**config.mk**
```make
export PLATFORM = sky130hd
export DESIGN_NAME = intra_mode_decision
export DESIGN_NICKNAME = d
export VERILOG_FILES = /design/src/design/intra_pkg.sv /design/src/design/intra_mode_decision.sv /design/src/design/mode_picker.sv /design/src/design/cand_fifo.sv /design/src/design/intra_cand_gen.sv
export VERILOG_INCLUDE_DIRS = /design/src /design/src/design
export SDC_FILE = /design/constraint.sdc
export NUM_CORES = 2
export LEC_CHECK = 0
export ABC_AREA = 1
export BUFFER_PORTS_ARGS = -buffer_cell sky130_fd_sc_hd__buf_2
export CAP_MARGIN = 20
export CORE_UTILIZATION = 35
export CTS_CLUSTER_DIAMETER = 30
export DETAILED_ROUTE_END_ITERATION = 6
export SYNTH_ARGS = -nofsm -noshare
export SYNTH_HDL_FRONTEND = slang
export SYNTH_SLANG_ARGS = --single-unit
```
**constraint.sdc**
```tcl
create_clock -name clk -period 17.2 [get_ports clk]
set_input_delay 1.72 -clock clk [delete_from_list [all_inputs] [get_ports clk]]
set_output_delay 1.72 -clock clk [all_outputs]
set_load 0.05 [all_outputs]
```
**src/design/intra_params.svh**
```systemverilog
// Intra mode decision parameters
// Block geometry, datapath widths and fixed per-mode header costs

`ifndef INTRA_PARAMS_SVH
`define INTRA_PARAMS_SVH

// Block geometry
`define BLK             4
`define NPIX            16
`define PIX_W           8

// Datapath widths
`define SSE_W           32
`define LAMBDA_W        16
`define SCORE_W         48

// Mode set and candidate buffering
`define NUM_MODES       4
`define CAND_FIFO_DEPTH 4

// Header cost per mode, scaled by lambda
`define COST_DC         16'd663
`define COST_TM         16'd919
`define COST_VE         16'd872
`define COST_HE         16'd919

`endif
```
**src/design/intra_pkg.sv**
```systemverilog
// Intra mode decision types
// Prediction mode encoding and the picker FSM states

package intra_pkg;

    // Order matches the candidate emission order
    typedef enum logic [1:0] {
        MODE_DC = 2'd0,
        MODE_TM = 2'd1,
        MODE_VE = 2'd2,
        MODE_HE = 2'd3
    } pred_mode_t;

    typedef enum logic [1:0] {
        P_IDLE  = 2'd0,
        P_SCORE = 2'd1,
        P_COMP  = 2'd2
    } picker_state_t;

endpackage

```
**src/design/intra_mode_decision.sv**
```systemverilog
// Intra mode decision top level
// Candidate generator feeding the mode picker through a candidate FIFO

`timescale 1ns/1ps

`include "intra_params.svh"

module intra_mode_decision import intra_pkg::*; (
     input  logic                        clk
    ,input  logic                        rst_n
    ,input  logic                        start
    ,input  logic [`NPIX*`PIX_W-1:0]     src
    ,input  logic [`BLK*`PIX_W-1:0]      top
    ,input  logic [`BLK*`PIX_W-1:0]      left
    ,input  logic [`PIX_W-1:0]           top_left
    ,input  logic [`LAMBDA_W-1:0]        lambda
    ,output logic                        busy
    ,output logic                        done
    ,output pred_mode_t                  best_mode
    ,output logic [`SCORE_W-1:0]         best_score
    ,output logic [`SSE_W-1:0]           best_sse
);

    localparam int CAND_W = $bits(pred_mode_t) + `SSE_W + `LAMBDA_W;

    logic                    cand_valid;
    logic                    cand_ready;
    pred_mode_t              cand_mode;
    logic [`SSE_W-1:0]       cand_sse;
    logic [`LAMBDA_W-1:0]    cand_lambda;
    logic                    out_valid;
    logic                    out_ready;
    logic [CAND_W-1:0]       out_data;
    pred_mode_t              out_mode;
    logic [`SSE_W-1:0]       out_sse;
    logic [`LAMBDA_W-1:0]    out_lambda;

    // FIFO word is {mode, sse, lambda}
    assign out_mode   = pred_mode_t'(out_data[CAND_W-1 -: $bits(pred_mode_t)]);
    assign out_sse    = out_data[`SSE_W+`LAMBDA_W-1:`LAMBDA_W];
    assign out_lambda = out_data[`LAMBDA_W-1:0];

    intra_cand_gen u_cand_gen (
        .clk         ( clk         ),
        .rst_n       ( rst_n       ),
        .start       ( start       ),
        .src         ( src         ),
        .top         ( top         ),
        .left        ( left        ),
        .top_left    ( top_left    ),
        .lambda      ( lambda      ),
        .busy        ( busy        ),
        .cand_valid  ( cand_valid  ),
        .cand_ready  ( cand_ready  ),
        .cand_mode   ( cand_mode   ),
        .cand_sse    ( cand_sse    ),
        .cand_lambda ( cand_lambda )
    );

    cand_fifo #(
        .WIDTH ( CAND_W           ),
        .DEPTH ( `CAND_FIFO_DEPTH )
    ) u_cand_fifo (
        .clk       ( clk                                  ),
        .rst_n     ( rst_n                                ),
        .in_valid  ( cand_valid                           ),
        .in_ready  ( cand_ready                           ),
        .in_data   ( {cand_mode, cand_sse, cand_lambda}   ),
        .out_valid ( out_valid                            ),
        .out_ready ( out_ready                            ),
        .out_data  ( out_data                             )
    );

    mode_picker u_mode_picker (
        .clk        ( clk        ),
        .rst_n      ( rst_n      ),
        .in_valid   ( out_valid  ),
        .in_ready   ( out_ready  ),
        .in_mode    ( out_mode   ),
        .in_sse     ( out_sse    ),
        .in_lambda  ( out_lambda ),
        .done       ( done       ),
        .best_mode  ( best_mode  ),
        .best_score ( best_score ),
        .best_sse   ( best_sse   )
    );

endmodule

```
**src/design/mode_picker.sv**
```systemverilog
// Intra mode picker
// Scores each candidate as (SSE << 8) + lambda * header cost and keeps
// the lowest score per block, later modes winning ties

`timescale 1ns/1ps

`include "intra_params.svh"

module mode_picker import intra_pkg::*; (
     input  logic                        clk
    ,input  logic                        rst_n
    ,input  logic                        in_valid
    ,output logic                        in_ready
    ,input  pred_mode_t                  in_mode
    ,input  logic [`SSE_W-1:0]           in_sse
    ,input  logic [`LAMBDA_W-1:0]        in_lambda
    ,output logic                        done
    ,output pred_mode_t                  best_mode
    ,output logic [`SCORE_W-1:0]         best_score
    ,output logic [`SSE_W-1:0]           best_sse
);

    picker_state_t                   state;
    logic [$clog2(`NUM_MODES)-1:0]   cnt;
    pred_mode_t                      mode_q;
    logic [`SSE_W-1:0]               sse_q;
    logic [`LAMBDA_W-1:0]            lambda_q;
    logic [`LAMBDA_W-1:0]            hdr_cost;
    logic [2*`LAMBDA_W-1:0]          rate_prod;
    logic [`SCORE_W-1:0]             dist_term;
    logic [`SCORE_W-1:0]             score_q;
    pred_mode_t                      run_mode;
    logic [`SCORE_W-1:0]             run_score;
    logic [`SSE_W-1:0]               run_sse;
    logic                            take;
    logic                            last;

    assign in_ready = (state == P_IDLE);

    always_comb begin
        case (mode_q)
            MODE_DC: hdr_cost = `COST_DC;
            MODE_TM: hdr_cost = `COST_TM;
            MODE_VE: hdr_cost = `COST_VE;
            default: hdr_cost = `COST_HE;
        endcase
    end

    assign rate_prod = lambda_q * hdr_cost;
    assign dist_term = {{(`SCORE_W-`SSE_W){1'b0}}, sse_q} << 8;

    // First candidate of a block always seeds the running best
    assign take = (cnt == '0) || (score_q <= run_score);
    assign last = (cnt == `NUM_MODES - 1);

    // ------------------------------------------------------------------------
    // FSM and block results
    // ------------------------------------------------------------------------
    always_ff @(posedge clk or negedge rst_n) begin
        if (!rst_n) begin
            state      <= P_IDLE;
            cnt        <= '0;
            done       <= 1'b0;
            best_mode  <= MODE_DC;
            best_score <= '0;
            best_sse   <= '0;
        end else begin
            done <= 1'b0;
            case (state)
                P_IDLE:  if (in_valid) state <= P_SCORE;
                P_SCORE: state <= P_COMP;
                P_COMP: begin
                    state <= P_IDLE;
                    if (last) begin
                        cnt        <= '0;
                        done       <= 1'b1;
                        best_mode  <= take ? mode_q  : run_mode;
                        best_score <= take ? score_q : run_score;
                        best_sse   <= take ? sse_q   : run_sse;
                    end else begin
                        cnt <= cnt + 1'b1;
                    end
                end
                default: state <= P_IDLE;
            endcase
        end
    end

    // Candidate, score and running best
    always_ff @(posedge clk) begin
        if (in_valid && in_ready) begin
            mode_q   <= in_mode;
            sse_q    <= in_sse;
            lambda_q <= in_lambda;
        end
        if (state == P_SCORE)
            score_q <= dist_term + {{(`SCORE_W-2*`LAMBDA_W){1'b0}}, rate_prod};
        if (state == P_COMP && take) begin
            run_mode  <= mode_q;
            run_score <= score_q;
            run_sse   <= sse_q;
        end
    end

    // Candidates arrive in emission order, so the counter tracks the mode
    a_cnt_mode: assert property (
        @(posedge clk) disable iff (!rst_n)
        in_valid && in_ready |-> in_mode == pred_mode_t'(cnt)
    );

endmodule

```
**src/design/cand_fifo.sv**
```systemverilog
// Candidate buffer
// Circular FIFO with valid/ready on both sides, push and pop may coincide

`timescale 1ns/1ps

`include "intra_params.svh"

module cand_fifo #(
     parameter int WIDTH = 8
    ,parameter int DEPTH = `CAND_FIFO_DEPTH
)(
     input  logic                clk
    ,input  logic                rst_n
    ,input  logic                in_valid
    ,output logic                in_ready
    ,input  logic [WIDTH-1:0]    in_data
    ,output logic                out_valid
    ,input  logic                out_ready
    ,output logic [WIDTH-1:0]    out_data
);

    localparam int PTR_W = (DEPTH > 1) ? $clog2(DEPTH) : 1;

    logic [WIDTH-1:0]    mem [DEPTH];
    logic [PTR_W-1:0]    wr_ptr;
    logic [PTR_W-1:0]    rd_ptr;
    logic [PTR_W:0]      count;
    logic                full;
    logic                push;
    logic                pop;

    assign full      = (count == DEPTH);
    assign in_ready  = !full;
    assign out_valid = (count != '0);
    assign out_data  = mem[rd_ptr];
    assign push      = in_valid && in_ready;
    assign pop       = out_valid && out_ready;

    always_ff @(posedge clk) begin
        if (push)
            mem[wr_ptr] <= in_data;
    end

    // Pointers wrap on their own at power-of-two depth
    always_ff @(posedge clk or negedge rst_n) begin
        if (!rst_n) begin
            wr_ptr <= '0;
            rd_ptr <= '0;
            count  <= '0;
        end else begin
            if (push)
                wr_ptr <= wr_ptr + 1'b1;
            if (pop)
                rd_ptr <= rd_ptr + 1'b1;
            case ({push, pop})
                2'b10:   count <= count + 1'b1;
                2'b01:   count <= count - 1'b1;
                default: count <= count;
            endcase
        end
    end

    a_no_push_full: assert property (
        @(posedge clk) disable iff (!rst_n) full |=> $stable(wr_ptr)
    );

    a_no_pop_empty: assert property (
        @(posedge clk) disable iff (!rst_n) !out_valid |=> $stable(rd_ptr)
    );

endmodule

```
**src/design/intra_cand_gen.sv**
```systemverilog
// Intra candidate generator
// Latches a 4x4 block with its neighbours, then forms the DC, TM, VE
// and HE predictions in turn and emits one SSE candidate per cycle

`timescale 1ns/1ps

`include "intra_params.svh"

module intra_cand_gen import intra_pkg::*; (
     input  logic                        clk
    ,input  logic                        rst_n
    ,input  logic                        start
    ,input  logic [`NPIX*`PIX_W-1:0]     src
    ,input  logic [`BLK*`PIX_W-1:0]      top
    ,input  logic [`BLK*`PIX_W-1:0]      left
    ,input  logic [`PIX_W-1:0]           top_left
    ,input  logic [`LAMBDA_W-1:0]        lambda
    ,output logic                        busy
    ,output logic                        cand_valid
    ,input  logic                        cand_ready
    ,output pred_mode_t                  cand_mode
    ,output logic [`SSE_W-1:0]           cand_sse
    ,output logic [`LAMBDA_W-1:0]        cand_lambda
);

    logic                        accept;
    logic                        fire;
    logic [`NPIX*`PIX_W-1:0]     src_q;
    logic [`BLK*`PIX_W-1:0]      top_q;
    logic [`BLK*`PIX_W-1:0]      left_q;
    logic [`PIX_W-1:0]           top_left_q;
    logic [`LAMBDA_W-1:0]        lambda_q;
    pred_mode_t                  mode_q;
    logic [`PIX_W+2:0]           edge_sum;
    logic [`PIX_W+2:0]           dc_round;
    logic [`PIX_W-1:0]           dc_val;
    logic signed [`PIX_W+1:0]    tm_raw;
    logic [`PIX_W-1:0]           pred_pix;
    logic [`PIX_W-1:0]           src_pix;
    logic [`PIX_W-1:0]           abs_diff;
    logic [2*`PIX_W-1:0]         sq;
    logic [`SSE_W-1:0]           sse_acc;

    assign accept      = start && !busy;
    assign fire        = cand_valid && cand_ready;
    assign cand_valid  = busy;
    assign cand_mode   = mode_q;
    assign cand_sse    = sse_acc;
    assign cand_lambda = lambda_q;

    // ------------------------------------------------------------------------
    // Control: busy spans from sampling to the HE transfer
    // ------------------------------------------------------------------------
    always_ff @(posedge clk or negedge rst_n) begin
        if (!rst_n) begin
            busy   <= 1'b0;
            mode_q <= MODE_DC;
        end else if (accept) begin
            busy   <= 1'b1;
            mode_q <= MODE_DC;
        end else if (fire) begin
            if (mode_q == MODE_HE)
                busy <= 1'b0;
            mode_q <= pred_mode_t'(mode_q + 2'd1);
        end
    end

    // Block and neighbours
    always_ff @(posedge clk) begin
        if (accept) begin
            src_q      <= src;
            top_q      <= top;
            left_q     <= left;
            top_left_q <= top_left;
            lambda_q   <= lambda;
        end
    end

    // ------------------------------------------------------------------------
    // Prediction and SSE for the current mode
    // ------------------------------------------------------------------------
    always_comb begin
        edge_sum = '0;
        for (int i = 0; i < `BLK; i++) begin
            edge_sum = edge_sum + top_q[i*`PIX_W +: `PIX_W] + left_q[i*`PIX_W +: `PIX_W];
        end
    end

    // Rounded mean of the eight edge pixels
    assign dc_round = edge_sum + {{`PIX_W{1'b0}}, 3'b100};
    assign dc_val   = dc_round[`PIX_W+2:3];

    always_comb begin
        sse_acc  = '0;
        tm_raw   = '0;
        pred_pix = '0;
        src_pix  = '0;
        abs_diff = '0;
        sq       = '0;
        for (int r = 0; r < `BLK; r++) begin
            for (int c = 0; c < `BLK; c++) begin
                tm_raw = $signed({2'b00, left_q[r*`PIX_W +: `PIX_W]})
                       + $signed({2'b00, top_q[c*`PIX_W +: `PIX_W]})
                       - $signed({2'b00, top_left_q});
                case (mode_q)
                    MODE_DC: pred_pix = dc_val;
                    MODE_TM: begin
                        // Clip to pixel range
                        if (tm_raw < 0)
                            pred_pix = '0;
                        else if (tm_raw > 255)
                            pred_pix = '1;
                        else
                            pred_pix = tm_raw[`PIX_W-1:0];
                    end
                    MODE_VE: pred_pix = top_q[c*`PIX_W +: `PIX_W];
                    default: pred_pix = left_q[r*`PIX_W +: `PIX_W];
                endcase
                src_pix  = src_q[(r*`BLK+c)*`PIX_W +: `PIX_W];
                abs_diff = (src_pix > pred_pix) ? src_pix - pred_pix : pred_pix - src_pix;
                sq       = abs_diff * abs_diff;
                sse_acc  = sse_acc + {{(`SSE_W-2*`PIX_W){1'b0}}, sq};
            end
        end
    end

    // A stalled candidate keeps its mode until it is taken
    a_mode_hold: assert property (
        @(posedge clk) disable iff (!rst_n)
        cand_valid && !cand_ready |=> cand_valid && $stable(cand_mode)
    );

endmodule

```
After elaboration in Yosys (flattened, before gate mapping)
Memories as Yosys holds them, arrays and structs flattened. A register that Yosys moved wholly into a read port is not among the register bits.
Index checks and enable logic that the tools add are counted.
{ "totals": {"output_inout_bits": 84, "n_memories": 1, "input_bits": 219, "ramBits": 200, "register_bits": 443, "wordCells": 290} }
{ "mem_list": {"columns": ["name", "words", "width", "read_ports", "rd_ports_with_merged_regs", "write_ports", "line", "text"], "rows": [
  ["u_cand_fifo.mem", 4, 50, 1, 1, 1, "cand_fifo.sv:24", "logic [WIDTH-1:0] mem [DEPTH];"]
]} }
{ "classes": {"n_mul": 17, "n_eq_ne": 11, "muxes": 81, "reduce_logical": 17, "magnitude_cmp": 49, "addsub": 94} }
{ "op_table": {"columns": ["cell", "n"], "rows": [
  ["adder 32 x 16 -> 32 bit", 14],
  ["2-to-1 mux 8 bit", 48],
  ["case mux 8 bit (3 select lines)", 16],
  ["multiplier 8 x 8 -> 16 bit", 16],
  ["subtractor 8 bit", 32],
  ["greater-than comparator 10 x 9 -> 1 bit (second input constant)", 16],
  ["< comparator 10 x 1 -> 1 bit (second input constant)", 16],
  ["subtractor 9 x 8 -> 10 bit", 16],
  ["adder 8 x 8 -> 9 bit", 17],
  ["greater-than comparator 8 bit", 16],
  ["adder 11 x 8 -> 11 bit", 6],
  ["less-or-equal comparator 48 bit", 1],
  ["2-to-1 mux 48 bit", 1],
  ["adder 40 x 32 -> 41 bit", 1],
  ["2-to-1 mux 32 bit", 1],
  ["multiplier 16 x 10 -> 26 bit", 1],
  ["case mux 9 bit (2 select lines)", 1],
  ["adder 16 x 16 -> 17 bit", 1],
  ["== test 2 bit (second input constant)", 6],
  ["adder 11 x 3 -> 11 bit (second input constant)", 1],
  ["2-to-1 mux 2 bit", 5],
  ["adder 2 x 1 -> 2 bit (second input constant)", 4],
  ["zero test 2 bit", 4],
  ["2-to-1 mux 1 bit", 7],
  ["other kinds (13)", 22]
]} }

Longest topological paths before layout
{ "logic_depth": {"depth_word": 27, "ltp_mapped": 85} }

Hierarchy
Synthesis repeated with hierarchy kept, for this count alone.
{ "unflattened": {"cells_unflattened": 10209, "area_unflattened_um2": 87137.3} }
{ "by_module_without_submodules": {"columns": ["mod", "cells_each", "instances", "area_each_um2"], "rows": [
  ["intra_cand_gen", 7830, 1, 62092.1],
  ["mode_picker", 1736, 1, 16301.9],
  ["cand_fifo", 643, 1, 8743.4]
]} }

Least setup slack after synthesis
No wires, ideal clock.
{ "synth_path": {"path_kind": "reg-to-reg", "from": "register u_cand_gen.left_q[0]", "to": "memory u_cand_fifo.mem[0][34] (netlist name) (data pin)", "path_slack_ns": 0.592, "stages_incl_launch_ff": 77, "t_required_ns": 17.020, "path_buffers": 1, "arrival_time_ns": 16.428, "period_less_slack_ns": 16.608, "path_cell_list": "edfxtp_1 ha_1 fa_1 a21oi_1 o21ai_0 nand2_1 nand2_1 a21oi_1 xor2_1 inv_1 fa_1 inv_1 fa_1 fa_1 fa_1 inv_1 ha_1 inv_1 [41 not listed] inv_1 fa_1 inv_1 fa_1 fa_1 inv_1 fa_1 inv_1 fa_1 inv_1 ha_1 nand2_1 nor2_1 nand2_1 o21ai_0 nand3_1 nand2_1 xor2_1"} }
{ "synth_between": {"elab_chain_cells": 27, "elab_cells_between_ends": 143} }
{ "synth_lines": {"columns": ["element", "line", "text"], "rows": [
  ["start, declared", "intra_cand_gen.sv:30", "logic [`BLK*`PIX_W-1:0] left_q;"],
  ["start signal, assigned", "intra_cand_gen.sv:73", "left_q <= left;"],
  ["adder 8 x 8 -> 9 bit", "intra_cand_gen.sv:85, intra_cand_gen.sv:102", null],
  ["adder 11 x 8 -> 11 bit (6 in series)", "intra_cand_gen.sv:85", "edge_sum = edge_sum + top_q[i*`PIX_W +: `PIX_W] + left_q[i*`PIX_W +: `PIX_W];"],
  ["adder 11 x 3 -> 11 bit", "intra_cand_gen.sv:90", "assign dc_round = edge_sum + {{`PIX_W{1'b0}}, 3'b100};"],
  ["case mux 8 bit (3 select lines)", "intra_cand_gen.sv:105", "case (mode_q)"],
  ["subtractor 8 bit or greater-than comparator 8 bit (tied branches)", "intra_cand_gen.sv:120", "abs_diff = (src_pix > pred_pix) ? src_pix - pred_pix : pred_pix - src_pix;"],
  ["2-to-1 mux 8 bit", "intra_cand_gen.sv:120", null],
  ["multiplier 8 x 8 -> 16 bit", "intra_cand_gen.sv:121", "sq = abs_diff * abs_diff;"],
  ["adder 16 x 16 -> 17 bit", "intra_cand_gen.sv:122", "sse_acc = sse_acc + {{(`SSE_W-2*`PIX_W){1'b0}}, sq};"],
  ["adder 32 x 16 -> 32 bit (13 in series)", "intra_cand_gen.sv:122", null],
  ["adder 32 x 16 -> 32 bit *", "intra_cand_gen.sv:122", null],
  ["named net cand_sse[18]", "intra_mode_decision.sv:29", "logic [`SSE_W-1:0] cand_sse;"],
  ["end, declared", "cand_fifo.sv:24", null]
]} }
The timed path passes the listed nets; every way through them passes the cells marked *.

Worst setup path after layout
{ "layout_path": {"from": "register u_cand_gen.left_q[0]", "to": "memory u_cand_fifo.mem[1][34] (netlist name) (data pin)"} }
Same word-level chain as after synthesis.

==> impl_summary.md <==
Status
The run finished with clean final reports.

Placed design
The HPWL after detailed placement is 232000 µm. The placement-stage worst setup slack is -0.440 ns. After detailed placement, the total cell area comes to 87900 µm². The final weighted congestion in routability-driven placement is between 1 and 1.5. The number of port buffers is 275.

STA
The final setup violation count is 0. The worst clock skew is slightly above 0.06 ns. Setup slack on the critical path of the routed design comes to 0.267 ns. The count of pins over their slew limit is 0. At the pin with the least slew margin, the transition time is 1.08 ns.

The fmax is 0.0591 GHz. In the finished design, the share of the clock period the worst path needs comes to 98.4%. The clock period could shrink to 16.93 ns.

Setup repair after global routing could not meet its margin everywhere. The relative slew slack is 27.8%. The hold violation count in the final report is 0.

Detailed routing
In the routed design, unresolved DRC markers number 0. The initial detailed-routing violation count is 4720. The via density per instance is 4.86.

The via count of the routed design is 63900. The number of iterations in the first detailed-routing pass is 6. The final layout contains routed wiring with a total length of 270000 µm. The detail route stage leaves a number of antenna-violating nets equal to 0. Dividing the detail-routed wire length by the instance count gives roughly 21 µm.

CTS
The latest clock arrival within the worst-skew pair is roughly 0.8 ns. The H-tree was split into 4 levels. The buffer cell driving the clock tree root is clkbuf_16.

For this design, the sink count on the clock tree is 572. No sink is reached through more buffers than the 3 on the longest clock path. Buffers inserted during clock tree synthesis total 132.

TritonCTS built the clock tree. The clock transition at the registers of the reported paths is 0.05 ns.

Worst setup path
The critical path startpoint category is a flip-flop. In this design, the stage delay of the slowest critical-path cell is 0.57 ns. By instance count, the cell type seen most on the critical path is fa_1.

The data arrival time of the critical path is 17.46 ns. The launch point of the critical path is u_cand_gen.left_q[0]$_DFFE_PP_. The cell with the largest stage delay on the worst path is fa_1. The highest net fanout along the worst path is 5. In this run the critical register-to-register path is launched from u_cand_gen.left_q[0]$_DFFE_PP_.

The kind of critical path is reg2reg. The kind of end point of the critical path is a flip-flop. At the worst endpoint, the required time is 17.73 ns.

Cells and area
The layout filler cell count is 22900. The final net count is 12200. Of the cells placed in the final design, the portion with a size suffix greater than 1 is 13.1%. Measured on the finished design, the core utilization comes to a little over 40%. The final design instance area without fill is 94400 µm². The area growth from synthesis to layout is 16.8%.

Global route
The number of global-route vias before repair is 66100. The first global-routing pass estimated 404000 µm of wire. Summed over all layers, the global routing overflow is 0. Entering global routing, the biggest net connects 155 pins. In the global route stage, overall resource usage came out at 23.4%. The number of antenna violations at the first check in global routing is 12.

Die
The area of the die is roughly 230000 µm². The I/O pin count is 303. In this run the standard cell core region covers 230000 µm². In this run the core area contains 176 standard-cell rows. The die width is slightly below 500 µm.

The die is 483 µm tall. The initial utilization of the core area, before any placement, comes to 35.2%.

Synthesis
A synthesized cell averages 8.65 µm². Of all flip-flops after synthesis, the portion carrying an async set or reset was 12.2%. By area the synthesized netlist is led by fa_1 (28%), edfxtp_1 (19%), ha_1 (14%), inv_1 (10%), nand2_1 (7.6%).

The number of register bits inferred by synthesis is 572. The combined area of all synthesized cells is 80800 µm². Counting flops with a built-in enable in the synthesized netlist gives approximately 500. Synthesis handed over a netlist of 9338 instances.

Counting instances in the post-synthesis netlist gives the leading cell types as inv_1 (2229), nand2_1 (1632), fa_1 (1121), ha_1 (893), nor2_1 (803). The largest total area in the synthesized netlist belongs to fa_1. Among all flip-flop cells after synthesis, the most frequent one is edfxtp_1.

For this run, the number of Yosys warnings is 0. Summed over its instances, the top area cell type makes up between 20 and 30% of the synthesized netlist area. The number of distinct library cells after synthesis is 63. inv_1 is the most common cell in the netlist. The sequential element share of the synthesized area is roughly a fifth.

Min path
The startpoint of the lowest-slack hold path is u_mode_picker.score_q[0]$_DFFE_PN_. The path class of the tightest hold or removal check is reg2reg.

Run
The tool flagged a number of max-cap violations equal to 0.
==> metal layers <==
| metal | vias up | GRT usage (%) | share of wire (%) |
|---|---|---|---|
| met1 | 31200 | 30.2 | 42 |
| met5 | - | 0 | 0.0093 |
| met4 | 4 | 13.6 | 6.8 |
| met2 | 2069 | 37.7 | 45 |
| met3 | 507 | 3.19 | 5.5 |
| li1 | 30100 | - | - |
==> worst paths after layout <==
kind,to,slack (ns),depth (start not counted)
setup / recovery,u_cand_fifo.mem[1][34]$_DFFE_PP_,0.27,67
hold / removal,u_mode_picker.run_score[0]$_DFFE_PP_,0.46,0
setup reg to reg,u_cand_fifo.mem[1][34]$_DFFE_PP_,0.27,67
hold reg to reg,u_mode_picker.run_score[0]$_DFFE_PP_,0.46,0
max in group asynchronous,u_cand_fifo.rd_ptr[0]$_DFFE_PN0P_,15.49,1
min in group asynchronous,u_mode_picker.best_score[18]$_DFFE_PN0P_,1.07,1
==> what timing repair did <==
item	4_1_cts	5_1_grt
buffers inserted	10	32
hold buffers	0	0
setup endpoints to repair	56	64
pin swaps	72	137
resized for setup	93	251
gates cloned	1	0
==> registers in the layout, indices dropped and copies added (netlist names), 8 cells and up <==
register,flops
u_cand_gen.top_left_q,8
u_mode_picker.run_score,31
u_cand_gen.src_q,128
u_mode_picker.run_sse,22
u_cand_gen.cand_lambda,16
u_cand_fifo.mem,160
u_cand_gen.top_q,32
u_cand_gen.left_q,32
u_mode_picker.lambda_q,16
u_mode_picker.score_q,31
u_mode_picker.best_score,31
u_mode_picker.best_sse,22
u_mode_picker.sse_q,22
==> per-stage QoR <==
| stage | std cells | hold slack, ns | TNS, ns |
|---|---|---|---|
| after floorplan | 9364 | 0.426 | 0 |
| after CTS | 13100 | 0.458 | 0 |
| final | 13100 | 0.459 | 0 |
| after global routing | 13100 | 0.471 | -11.74 |
| after detailed placement | 12900 | 0.447 | -13.03 |
| after global placement | 12900 | 0.439 | -9.92 |
==> placed cells by master (no fill, tap or decap), types with 45 or more instances in the layout <==
cell	instances
clkbuf_16	139
buf_2	274
nand4_1	79
inv_1	2187
buf_4	361
nand2_1	1580
edfxtp_1	502
o21ai_0	268
nand3_1	334
fa_1	1115
inv_2	71
ha_1	863
a21oi_1	374
nand2_2	91
dfrtp_1	69
xor2_1	184
nor2_1	769
a21oi_2	45
xnor2_1	138
==> worst max-delay path, delay by kind of cell (launching register included) <==
family	cells	cell delay, ns
AND/OR/NAND/NOR	7	0.68
AO/OA/AOI/OAI	14	2.26
adder cells (fa/ha/maj)	25	11.23
buffers and inverters	18	1.62
flip-flops	1	0.40
XOR/XNOR	3	0.44
==> cell families (layout without fill, tap and decap cells) <==
family | Yosys count | count (layout) | synth area share, %
AO/OA/AOI/OAI | 960 | 960 | 6.74
XOR/XNOR | 340 | 340 | 3.69
buffers and inverters | 2426 | 3178 | 11.7
flip-flops | 572 | 572 | 20.8
AND/OR/NAND/NOR | 3024 | 3025 | 15.5
adder cells (fa/ha/maj) | 2015 | 2015 | 41.6
other | 1 | 32 | 0.00464
==> area by class of cell <==
type | count | area, µm² | share of cell area, %
Antenna cell | 5 | 12.5 | 0.0133
Clock buffer | 151 | 3520 | 3.73
Clock inverter | 94 | 1240 | 1.31
Inverter | 2271 | 8560 | 9.07
Multi-Input combinational cell | 6367 | 56000 | 59.4
Sequential cell | 572 | 16800 | 17.8
Tap cell | 3026 | 3790 | 4.01
Timing Repair Buffer | 662 | 4410 | 4.67
Power is not shown: default switching activity piles up to over one toggle a cycle in this logic, so the estimate is an artifact.
